===== config.mk =====
export PLATFORM = sky130hd
export DESIGN_NAME = lms_frontend
export DESIGN_NICKNAME = d
export VERILOG_FILES = /design/src/rtl/lms_frontend_pkg.sv /design/src/rtl/rx_iq_capture.sv /design/src/rtl/rx_pair_align.sv /design/src/rtl/tx_iq_interleave.sv /design/src/rtl/spi_select_fanout.sv /design/src/rtl/lms_frontend.sv
export VERILOG_INCLUDE_DIRS = /design/src /design/src/rtl
export SDC_FILE = /design/constraint.sdc
export NUM_CORES = 1
export LEC_CHECK = 0
export ABC_AREA = 1
export BUFFER_PORTS_ARGS = -buffer_cell sky130_fd_sc_hd__buf_2
export CELL_PAD_IN_SITES_DETAIL_PLACEMENT = 1
export CELL_PAD_IN_SITES_GLOBAL_PLACEMENT = 2
export CORE_UTILIZATION = 35
export DETAILED_ROUTE_END_ITERATION = 6
export HOLD_SLACK_MARGIN = 0.02
export PLACE_DENSITY_LB_ADDON = 0.1
export SLEW_MARGIN = 20
export SYNTH_ARGS = -nofsm -noshare
export SYNTH_HDL_FRONTEND = slang
export SYNTH_SLANG_ARGS = --single-unit
export TNS_END_PERCENT = 50

===== constraint.sdc =====
create_clock -name dsp_clk -period 3.7 [get_ports dsp_clk]
set_input_delay 0.185 -clock dsp_clk [delete_from_list [all_inputs] [get_ports dsp_clk]]
set_output_delay 0.185 -clock dsp_clk [all_outputs]
set_load 0.03 [all_outputs]

===== src/rtl/lms_frontend_cfg.svh =====
// Bus widths and counts for the LMS converter front end, included by the package and testbench
`ifndef LMS_FRONTEND_CFG_SVH
`define LMS_FRONTEND_CFG_SVH

// Receive bus from each LMS ADC channel
`define LMS_ADC_WIDTH 12

// Transmit bus to each LMS DAC channel
`define LMS_DAC_WIDTH 12

// Captured sample handed to the DSP side
`define SAMPLE_WIDTH 14

// Transmit word width from the DSP side
`define DAC_WORD_WIDTH 16

// Chip-selects on the shared SPI master
`define SPI_SLAVES 2

`endif


===== src/rtl/lms_frontend_pkg.sv =====
// Shared sample, IQ pair and state types for the LMS front end, imported by every RTL block
`include "lms_frontend_cfg.svh"

package lms_frontend_pkg;

   typedef logic [`LMS_ADC_WIDTH-1:0]  adc_word_t;  // Raw rx bus word
   typedef logic [`SAMPLE_WIDTH-1:0]   sample_t;    // Zero-extended rx sample
   typedef logic [`DAC_WORD_WIDTH-1:0] dac_word_t;  // DSP tx word
   typedef logic [`SPI_SLAVES-1:0]     spi_sel_t;   // One bit per chip-select

   // I in the upper half, Q in the lower half
   typedef struct packed {
      sample_t i;  // In-phase
      sample_t q;  // Quadrature
   } iq_pair_t;

   typedef enum logic {
      WAIT_I = 1'b0,  // No I word held
      HAVE_I = 1'b1   // I word held, waiting for Q
   } rx_state_e;

   typedef enum logic {
      PHASE_I = 1'b0,  // Drive I, iqsel low
      PHASE_Q = 1'b1   // Drive held Q, iqsel high
   } tx_phase_e;

endpackage


===== src/rtl/rx_iq_capture.sv =====
// Splits one interleaved LMS receive bus into I/Q pairs with a one-cycle strobe per pair
module rx_iq_capture
   import lms_frontend_pkg::*;
(
   input  logic      dsp_clk,
   input  logic      reset_i,
   input  logic      rx_en_i,     // Bus word qualifier
   input  logic      rx_iqsel_i,  // Low for I, high for Q
   input  adc_word_t rx_d_i,      // Interleaved I/Q word
   output iq_pair_t  pair_o,      // Completed pair
   output logic      pair_stb_o   // One cycle per completed pair
);

   rx_state_e state_q;  // Pairing FSM
   sample_t   i_hold;   // I word waiting for its Q

   // Control state
   always_ff @(posedge dsp_clk)
   begin
      if (reset_i)
      begin
         state_q    <= WAIT_I;
         pair_stb_o <= 1'b0;
      end
      else
      begin
         pair_stb_o <= 1'b0;  // Default no pair
         if (rx_en_i)
         begin
            if (!rx_iqsel_i)
               state_q <= HAVE_I;  // New I, older one dropped
            else if (state_q == HAVE_I)
            begin
               state_q    <= WAIT_I;  // Pair done
               pair_stb_o <= 1'b1;
            end
            // Q in WAIT_I is an orphan and is ignored
         end
      end
   end

   // Payload path, widened by a cast which zero-fills the top bits
   always_ff @(posedge dsp_clk)
   begin
      if (rx_en_i && !rx_iqsel_i)
         i_hold <= sample_t'(rx_d_i);  // Latest I wins
      if (rx_en_i && rx_iqsel_i && (state_q == HAVE_I))
      begin
         pair_o.i <= i_hold;
         pair_o.q <= sample_t'(rx_d_i);
      end
   end

   // A pair needs an I and a Q, so never two strobes back to back
   a_no_b2b_stb : assert property (
      @(posedge dsp_clk) disable iff (reset_i)
      pair_stb_o |=> !pair_stb_o
   );

endmodule


===== src/rtl/rx_pair_align.sv =====
// Joins the pairs of two receive channels into one aligned sample and flags lost pairs
module rx_pair_align
   import lms_frontend_pkg::*;
(
   input  logic     dsp_clk,
   input  logic     reset_i,
   input  iq_pair_t ch1_pair_i,      // Pair from channel 1 capture
   input  iq_pair_t ch2_pair_i,      // Pair from channel 2 capture
   input  logic     ch1_stb_i,       // Channel 1 pair strobe
   input  logic     ch2_stb_i,       // Channel 2 pair strobe
   output iq_pair_t ch1_sample_o,    // Aligned channel 1 sample
   output iq_pair_t ch2_sample_o,    // Aligned channel 2 sample
   output logic     sample_valid_o,  // One cycle per aligned sample
   output logic     overrun_o        // Sticky, a pair was lost
);

   iq_pair_t ch1_hold;   // Latest channel 1 pair
   iq_pair_t ch2_hold;   // Latest channel 2 pair
   logic     ch1_fresh;  // Channel 1 pair not yet released
   logic     ch2_fresh;  // Channel 2 pair not yet released

   logic     ch1_fresh_nxt;
   logic     ch2_fresh_nxt;
   iq_pair_t ch1_pair_nxt;
   iq_pair_t ch2_pair_nxt;
   logic     release_now;  // Both fresh after this cycle
   logic     lost_pair;    // Strobe onto an unreleased pair

   // This cycle's view including incoming strobes
   assign ch1_fresh_nxt = ch1_fresh | ch1_stb_i;
   assign ch2_fresh_nxt = ch2_fresh | ch2_stb_i;
   assign ch1_pair_nxt  = ch1_stb_i ? ch1_pair_i : ch1_hold;  // Newer pair wins
   assign ch2_pair_nxt  = ch2_stb_i ? ch2_pair_i : ch2_hold;
   assign release_now   = ch1_fresh_nxt & ch2_fresh_nxt;

   // Both fresh never survives an edge, so a fresh channel here is always a pending one
   assign lost_pair = (ch1_stb_i & ch1_fresh) | (ch2_stb_i & ch2_fresh);

   always_ff @(posedge dsp_clk)
   begin
      if (reset_i)
      begin
         ch1_fresh      <= 1'b0;
         ch2_fresh      <= 1'b0;
         sample_valid_o <= 1'b0;
         overrun_o      <= 1'b0;
         ch1_sample_o   <= '0;
         ch2_sample_o   <= '0;
      end
      else
      begin
         sample_valid_o <= release_now;
         if (release_now)
         begin
            ch1_sample_o <= ch1_pair_nxt;  // All four words on one edge
            ch2_sample_o <= ch2_pair_nxt;
            ch1_fresh    <= 1'b0;
            ch2_fresh    <= 1'b0;
         end
         else
         begin
            ch1_fresh <= ch1_fresh_nxt;
            ch2_fresh <= ch2_fresh_nxt;
         end
         if (lost_pair)
            overrun_o <= 1'b1;  // Held until reset
      end
   end

   // Pair storage
   always_ff @(posedge dsp_clk)
   begin
      if (ch1_stb_i)
         ch1_hold <= ch1_pair_i;
      if (ch2_stb_i)
         ch2_hold <= ch2_pair_i;
   end

   // Each channel strobes at most every other cycle, so releases cannot repeat
   a_no_b2b_valid : assert property (
      @(posedge dsp_clk) disable iff (reset_i)
      sample_valid_o |=> !sample_valid_o
   );

endmodule


===== src/rtl/tx_iq_interleave.sv =====
// Interleaves two channels' I/Q words onto the LMS DAC buses, alternating every dsp_clk cycle
`include "lms_frontend_cfg.svh"

module tx_iq_interleave
   import lms_frontend_pkg::*;
(
   input  logic                      dsp_clk,
   input  logic                      reset_i,
   input  dac_word_t                 tx1_i_i,      // Channel 1 I from DSP
   input  dac_word_t                 tx1_q_i,      // Channel 1 Q from DSP
   input  dac_word_t                 tx2_i_i,      // Channel 2 I from DSP
   input  dac_word_t                 tx2_q_i,      // Channel 2 Q from DSP
   output logic [`LMS_DAC_WIDTH-1:0] tx1_d_o,      // Channel 1 DAC bus
   output logic [`LMS_DAC_WIDTH-1:0] tx2_d_o,      // Channel 2 DAC bus
   output logic                      tx1_iqsel_o,  // Low with I, high with Q
   output logic                      tx2_iqsel_o
);

   tx_phase_e                 phase_q;     // Shared by both channels
   logic [`LMS_DAC_WIDTH-1:0] tx1_q_hold;  // Q from the last I edge
   logic [`LMS_DAC_WIDTH-1:0] tx2_q_hold;

   always_ff @(posedge dsp_clk)
   begin
      if (reset_i)
      begin
         phase_q     <= PHASE_I;
         tx1_d_o     <= '0;
         tx2_d_o     <= '0;
         tx1_iqsel_o <= 1'b0;
         tx2_iqsel_o <= 1'b0;
      end
      else if (phase_q == PHASE_I)
      begin
         phase_q     <= PHASE_Q;
         tx1_d_o     <= tx1_i_i[`LMS_DAC_WIDTH-1:0];  // Low bits of I
         tx2_d_o     <= tx2_i_i[`LMS_DAC_WIDTH-1:0];
         tx1_iqsel_o <= 1'b0;
         tx2_iqsel_o <= 1'b0;
      end
      else
      begin
         phase_q     <= PHASE_I;
         tx1_d_o     <= tx1_q_hold;  // Q from the same sampling
         tx2_d_o     <= tx2_q_hold;
         tx1_iqsel_o <= 1'b1;
         tx2_iqsel_o <= 1'b1;
      end
   end

   // Q words are taken with their I words, inputs in PHASE_Q are ignored
   always_ff @(posedge dsp_clk)
   begin
      if (phase_q == PHASE_I)
      begin
         tx1_q_hold <= tx1_q_i[`LMS_DAC_WIDTH-1:0];
         tx2_q_hold <= tx2_q_i[`LMS_DAC_WIDTH-1:0];
      end
   end

   a_iqsel_match : assert property (
      @(posedge dsp_clk) disable iff (reset_i)
      tx1_iqsel_o == tx2_iqsel_o
   );

   // First edge out of reset repeats the low level, toggling starts after it
   a_iqsel_toggle : assert property (
      @(posedge dsp_clk) disable iff (reset_i)
      (!$past(reset_i) && !$past(reset_i, 2)) |-> (tx1_iqsel_o != $past(tx1_iqsel_o))
   );

endmodule


===== src/rtl/spi_select_fanout.sv =====
// Steers the shared SPI master onto each chip-selected device and merges the MISO replies
`include "lms_frontend_cfg.svh"

module spi_select_fanout
   import lms_frontend_pkg::*;
(
   input  logic     dsp_clk,      // Only samples the select check
   input  logic     spi_sclk_i,   // Shared serial clock
   input  logic     spi_mosi_i,   // Shared master data
   input  spi_sel_t spi_sen_n_i,  // Active-low selects
   output spi_sel_t spi_sclk_o,   // Gated clock per slave
   output spi_sel_t spi_mosi_o,   // Gated data per slave
   input  spi_sel_t spi_miso_i,   // Reply per slave
   output logic     spi_miso_o    // Merged reply to master
);

   spi_sel_t sel;  // Active-high select

   assign sel = ~spi_sen_n_i;

   for (genvar s = 0; s < `SPI_SLAVES; s++)
   begin : g_slave
      assign spi_sclk_o[s] = sel[s] & spi_sclk_i;  // Idle low when not selected
      assign spi_mosi_o[s] = sel[s] & spi_mosi_i;
   end

   // Unselected slaves cannot disturb the master
   assign spi_miso_o = |(spi_miso_i & sel);

   // The merge relies on one device talking at a time
   a_one_select : assert property (
      @(posedge dsp_clk)
      $countones(sel) <= 1
   );

endmodule


===== src/rtl/lms_frontend.sv =====
// Top level of the dual-channel LMS converter front end: rx capture and alignment, tx, SPI
`include "lms_frontend_cfg.svh"

module lms_frontend
   import lms_frontend_pkg::*;
(
   input  logic                      dsp_clk,
   input  logic                      reset_i,
   // Receive channel 1
   input  logic                      rx1_en_i,
   input  logic                      rx1_iqsel_i,
   input  adc_word_t                 rx1_d_i,
   // Receive channel 2
   input  logic                      rx2_en_i,
   input  logic                      rx2_iqsel_i,
   input  adc_word_t                 rx2_d_i,
   // Aligned samples to DSP
   output sample_t                   rx1_i_o,
   output sample_t                   rx1_q_o,
   output sample_t                   rx2_i_o,
   output sample_t                   rx2_q_o,
   output logic                      rx_sample_valid_o,
   output logic                      rx_overrun_o,
   // Transmit words from DSP
   input  dac_word_t                 tx1_i_i,
   input  dac_word_t                 tx1_q_i,
   input  dac_word_t                 tx2_i_i,
   input  dac_word_t                 tx2_q_i,
   // DAC buses
   output logic [`LMS_DAC_WIDTH-1:0] tx1_d_o,
   output logic                      tx1_iqsel_o,
   output logic [`LMS_DAC_WIDTH-1:0] tx2_d_o,
   output logic                      tx2_iqsel_o,
   // SPI
   input  logic                      spi_sclk_i,
   input  logic                      spi_mosi_i,
   input  spi_sel_t                  spi_sen_n_i,
   output spi_sel_t                  spi_sclk_o,
   output spi_sel_t                  spi_mosi_o,
   input  spi_sel_t                  spi_miso_i,
   output logic                      spi_miso_o
);

   iq_pair_t ch1_pair;    // Capture to aligner
   iq_pair_t ch2_pair;
   logic     ch1_stb;
   logic     ch2_stb;
   iq_pair_t ch1_sample;  // Aligned output pairs
   iq_pair_t ch2_sample;

   rx_iq_capture u_rx1_capture (
      .dsp_clk    (dsp_clk),
      .reset_i    (reset_i),
      .rx_en_i    (rx1_en_i),
      .rx_iqsel_i (rx1_iqsel_i),
      .rx_d_i     (rx1_d_i),
      .pair_o     (ch1_pair),
      .pair_stb_o (ch1_stb)
   );

   rx_iq_capture u_rx2_capture (
      .dsp_clk    (dsp_clk),
      .reset_i    (reset_i),
      .rx_en_i    (rx2_en_i),
      .rx_iqsel_i (rx2_iqsel_i),
      .rx_d_i     (rx2_d_i),
      .pair_o     (ch2_pair),
      .pair_stb_o (ch2_stb)
   );

   rx_pair_align u_rx_align (
      .dsp_clk        (dsp_clk),
      .reset_i        (reset_i),
      .ch1_pair_i     (ch1_pair),
      .ch2_pair_i     (ch2_pair),
      .ch1_stb_i      (ch1_stb),
      .ch2_stb_i      (ch2_stb),
      .ch1_sample_o   (ch1_sample),
      .ch2_sample_o   (ch2_sample),
      .sample_valid_o (rx_sample_valid_o),
      .overrun_o      (rx_overrun_o)
   );

   assign rx1_i_o = ch1_sample.i;  // Split pairs onto plain ports
   assign rx1_q_o = ch1_sample.q;
   assign rx2_i_o = ch2_sample.i;
   assign rx2_q_o = ch2_sample.q;

   tx_iq_interleave u_tx (
      .dsp_clk     (dsp_clk),
      .reset_i     (reset_i),
      .tx1_i_i     (tx1_i_i),
      .tx1_q_i     (tx1_q_i),
      .tx2_i_i     (tx2_i_i),
      .tx2_q_i     (tx2_q_i),
      .tx1_d_o     (tx1_d_o),
      .tx2_d_o     (tx2_d_o),
      .tx1_iqsel_o (tx1_iqsel_o),
      .tx2_iqsel_o (tx2_iqsel_o)
   );

   spi_select_fanout u_spi (
      .dsp_clk     (dsp_clk),
      .spi_sclk_i  (spi_sclk_i),
      .spi_mosi_i  (spi_mosi_i),
      .spi_sen_n_i (spi_sen_n_i),
      .spi_sclk_o  (spi_sclk_o),
      .spi_mosi_o  (spi_mosi_o),
      .spi_miso_i  (spi_miso_i),
      .spi_miso_o  (spi_miso_o)
   );

endmodule


==> results.md <==
* Core Area at 22,000 µm²
* DRT Wirelength at 20.2 mm
* Vias at 5,868
* Synth cell count leaders: nand2_1 (284), dfxtp_1 (146), nand3_1 (114)
* H-tree depth at 1
* Critical Path RT at 4.16 ns
* Clock Sink Count at 242
* DR DRC count at 14
* RSZ-0062 raised after global routing: false
* Hold Path Stages at 2
* Post-DP HPWL at 12.4 mm
* Power, Total at 0.00590 W
* Post-synth cell types at 15
* Critical path cell sequence: buf_4, inv_2, nand2_1, nand2_2, buf_4, nand3_1, nand2_1
* Fin nets at between 1,000 and 1,500
* CTS tree: yes
* Synthesized net count at 833
* Die area at 23,100 µm²
* Yosys top cell by area: dfxtp_1
* Mean post-synth cell area at 10.7 µm²
* Initial antenna violation count at 0
* Period utilisation layout at 65.7%
* Top-count cell post-synth: nand2_1
* Reg2Reg Depth at 7
* Finished Cell Area at between 10,000 and 15,000 µm²
* Vias in the first global route at 6,471
* Final Setup Violations at 0
* Dominant cells by area after synthesis: dfxtp_1 (37%), edfxtp_1 (37%), nand2_1 (14%), nand3_1 (7.2%), buf_4 (1.3%)
* Setup TNS at 0 ns
* CP Capture Type: register
* Layout cells sized above 1 at 22.6%
* Final Hold Vio Count at 0
* Seq pwr share at around 52%
* Die extent in x at 152 µm
* Synth-to-layout area growth at 33.7%
* Wire length on met1 at 8.60 mm
* Warnings, synthesis at 0
* Grt ovf at 0
* Internal at between 0.004 and 0.005 W
* Worst Skew at about 0.008 ns
* Num ports at 189
* Critical path type: register to register
* Violated checks: design-rule violations
* Syn Inst Count at ~730
* Diodes inserted at 0
* Crit-path max FO at 32
* Maximum root-to-sink buffer count at 3
* Syn Std Cell Area at 7880 µm²
* Lkg Pwr at just under 5 nW
* Slew Limit Headroom at 33.1%
* Switching share of power at 22.6%
* CP peak stage delay at roughly 0.57 ns
* WL met3 at 858 µm
* Initial Util at 35.9%
* Metal2 WL at 10.2 mm
* Seq cells post-synth at 242
* Worst skew pair latency at 0.52 ns
* Max frequency at 411 MHz
* Tmin final at roughly 2.4 ns
* Non-Filler Instances at 1,279
* Share of the yosys chip area belonging to registers at 73.7%
* CP max stage cell: nand2_2
* Placed cell count at around 1,200
* Part of the power in combinational logic at 7.6%
* Clock Tree Root: clkbuf_16
* Worst EP arrival at 2.89 ns
* DR top layer: met4
* Clock transition at path regs at 0.06 ns
* Fin. max-slew vios at 0
* Max cap viols at 0
* FP Rows at 54
* Die height at 152 µm
* Synth top area share at 37.1%
* Pwr dens at 560 nW/µm²
* TritonCTS buffer count at 26
* Primary FF master, synth: dfxtp_1
* DP Area at between 8000 and 9000 µm²
* Drt pass-1 iters at 6
* Status: finished with violations
* Postcts setup bufs at 0
* Asr flop ratio synth at 0%
* Vias per cell at approximately 4.6
* Routed len/inst at around 16 µm
* Largest net degree at the start of global routing at 56
* Port Buf Inserts at 172
* Post-synth EDFFs at 96
* Sw Pwr at approximately 0.0013 W
* Gpl congestion at 0.747
* Antenna viol nets, final at 0
* 1st-iter DRT viols at 269
* Fin Hold WS at 0.376 ns
* First-pass GRT wire length at 33.1 mm
* Fillers at 2,450
* Max IR drop VDD at 0.285 mV
* Crit start category: register
* CTS resizes at 0
* All-layer global routing usage at 17.8%
* Worst Hold Class: input port to register
* Tightest Pin Transition at 1.00 ns
* Clock power frac at between 40% and 50%
-- path summary, 6_finish.rpt --
path              slack, ns                     endpoint                     start
setup / recovery       1.27  u_rx_align.ch2_sample_o[24]  u_rx2_capture.pair_stb_o
hold / removal         0.38           u_tx.tx2_q_hold[1]                tx2_q_i[1]
setup reg to reg       1.27  u_rx_align.ch2_sample_o[24]  u_rx2_capture.pair_stb_o
hold reg to reg        0.42     u_rx2_capture.pair_o[18]   u_rx2_capture.i_hold[4]
-- cell families after synthesis --
logic type	synth area share, %
and+or+nand+nor	21.9
AOI/OAI and AO/OA	0.270
DFF	73.7
buffers and inverters	4.15
-- sequential cells by signal (all words and copies together) (netlist names), 12 cells and up --
name	cells
u_rx_align.ch1_sample_o	28
u_rx_align.ch2_sample_o	28
u_rx1_capture.pair_o	24
u_tx.tx1_d_o	12
u_rx2_capture.pair_o	24
u_rx2_capture.i_hold	12
u_rx1_capture.i_hold	12
u_tx.tx2_q_hold	12
u_tx.tx2_d_o	12
u_rx_align.ch2_hold	28
u_rx_align.ch1_hold	28
u_tx.tx1_q_hold	12
-- power by group through the flow --
stage / Sequential, W / Clock (W) / Combinational (W)
after detailed placement: 0.00310 / 0 / 0.000383
final: 0.00305 / 0.00240 / 0.000446
after floorplan: 0.00313 / 0 / 0.000200
after CTS: 0.00305 / 0.00249 / 0.000451
after global placement: 0.00309 / 0 / 0.000365
after global routing: 0.00307 / 0.00259 / 0.000501
-- routing by layer --
| metal | up-vias | GRT usage, % |
|---|---|---|
| met5 | - | 0 |
| met4 | 0 | 5.73 |
| met3 | 38 | 3.39 |
| met2 | 121 | 33.0 |
| met1 | 2829 | 20.6 |
| li1 | 2880 | - |
-- cell usage in the layout, fill, tap and decap left out, drive strengths merged --
cell type,netlist,layout
a21oi,2,2
buf,34,181
clkbuf,6,38
clkinv,0,9
dfxtp,146,146
dlygate4sd3,0,79
edfxtp,96,96
inv,27,26
nand2,284,284
nand3,114,114
nor2,20,20
nor3,2,2
o21ai,1,1
o22ai,1,1
-- layout make-up --
cell class | count | area (µm²) | share of cell area, %
Clock buffer | 38 | 757 | 7.19
Sequential cell | 242 | 5810 | 55.1
Multi-Input combinational cell | 424 | 1760 | 16.7
Tap cell | 280 | 350 | 3.33
Inverter | 27 | 103 | 0.974
Timing Repair Buffer | 260 | 1720 | 16.3
Clock inverter | 8 | 35.0 | 0.333
-- worst max-delay path, delay by kind of cell, from the launching register on --
kind | cells | cell delay [ns]
flops | 1 | 0.30
simple gates | 4 | 0.98
buf+inv | 3 | 1.08
-- repair_timing --
action | 4_1_cts | 5_1_grt
setup endpoints to repair | 0 | 0
hold buffers | 79 | 0
hold endpoints to repair | 101 | 0
-- through the flow --
stage	util (%)	setup WS, ns
3_3_place_gp	40.7	1.31
4_1_cts	48.0	1.16
3_5_place_dp	40.7	1.19
2_1_floorplan	-	1.92
6_report	48.0	1.27
5_1_grt	48.0	0.980
Power figures use the tool's default switching activity.
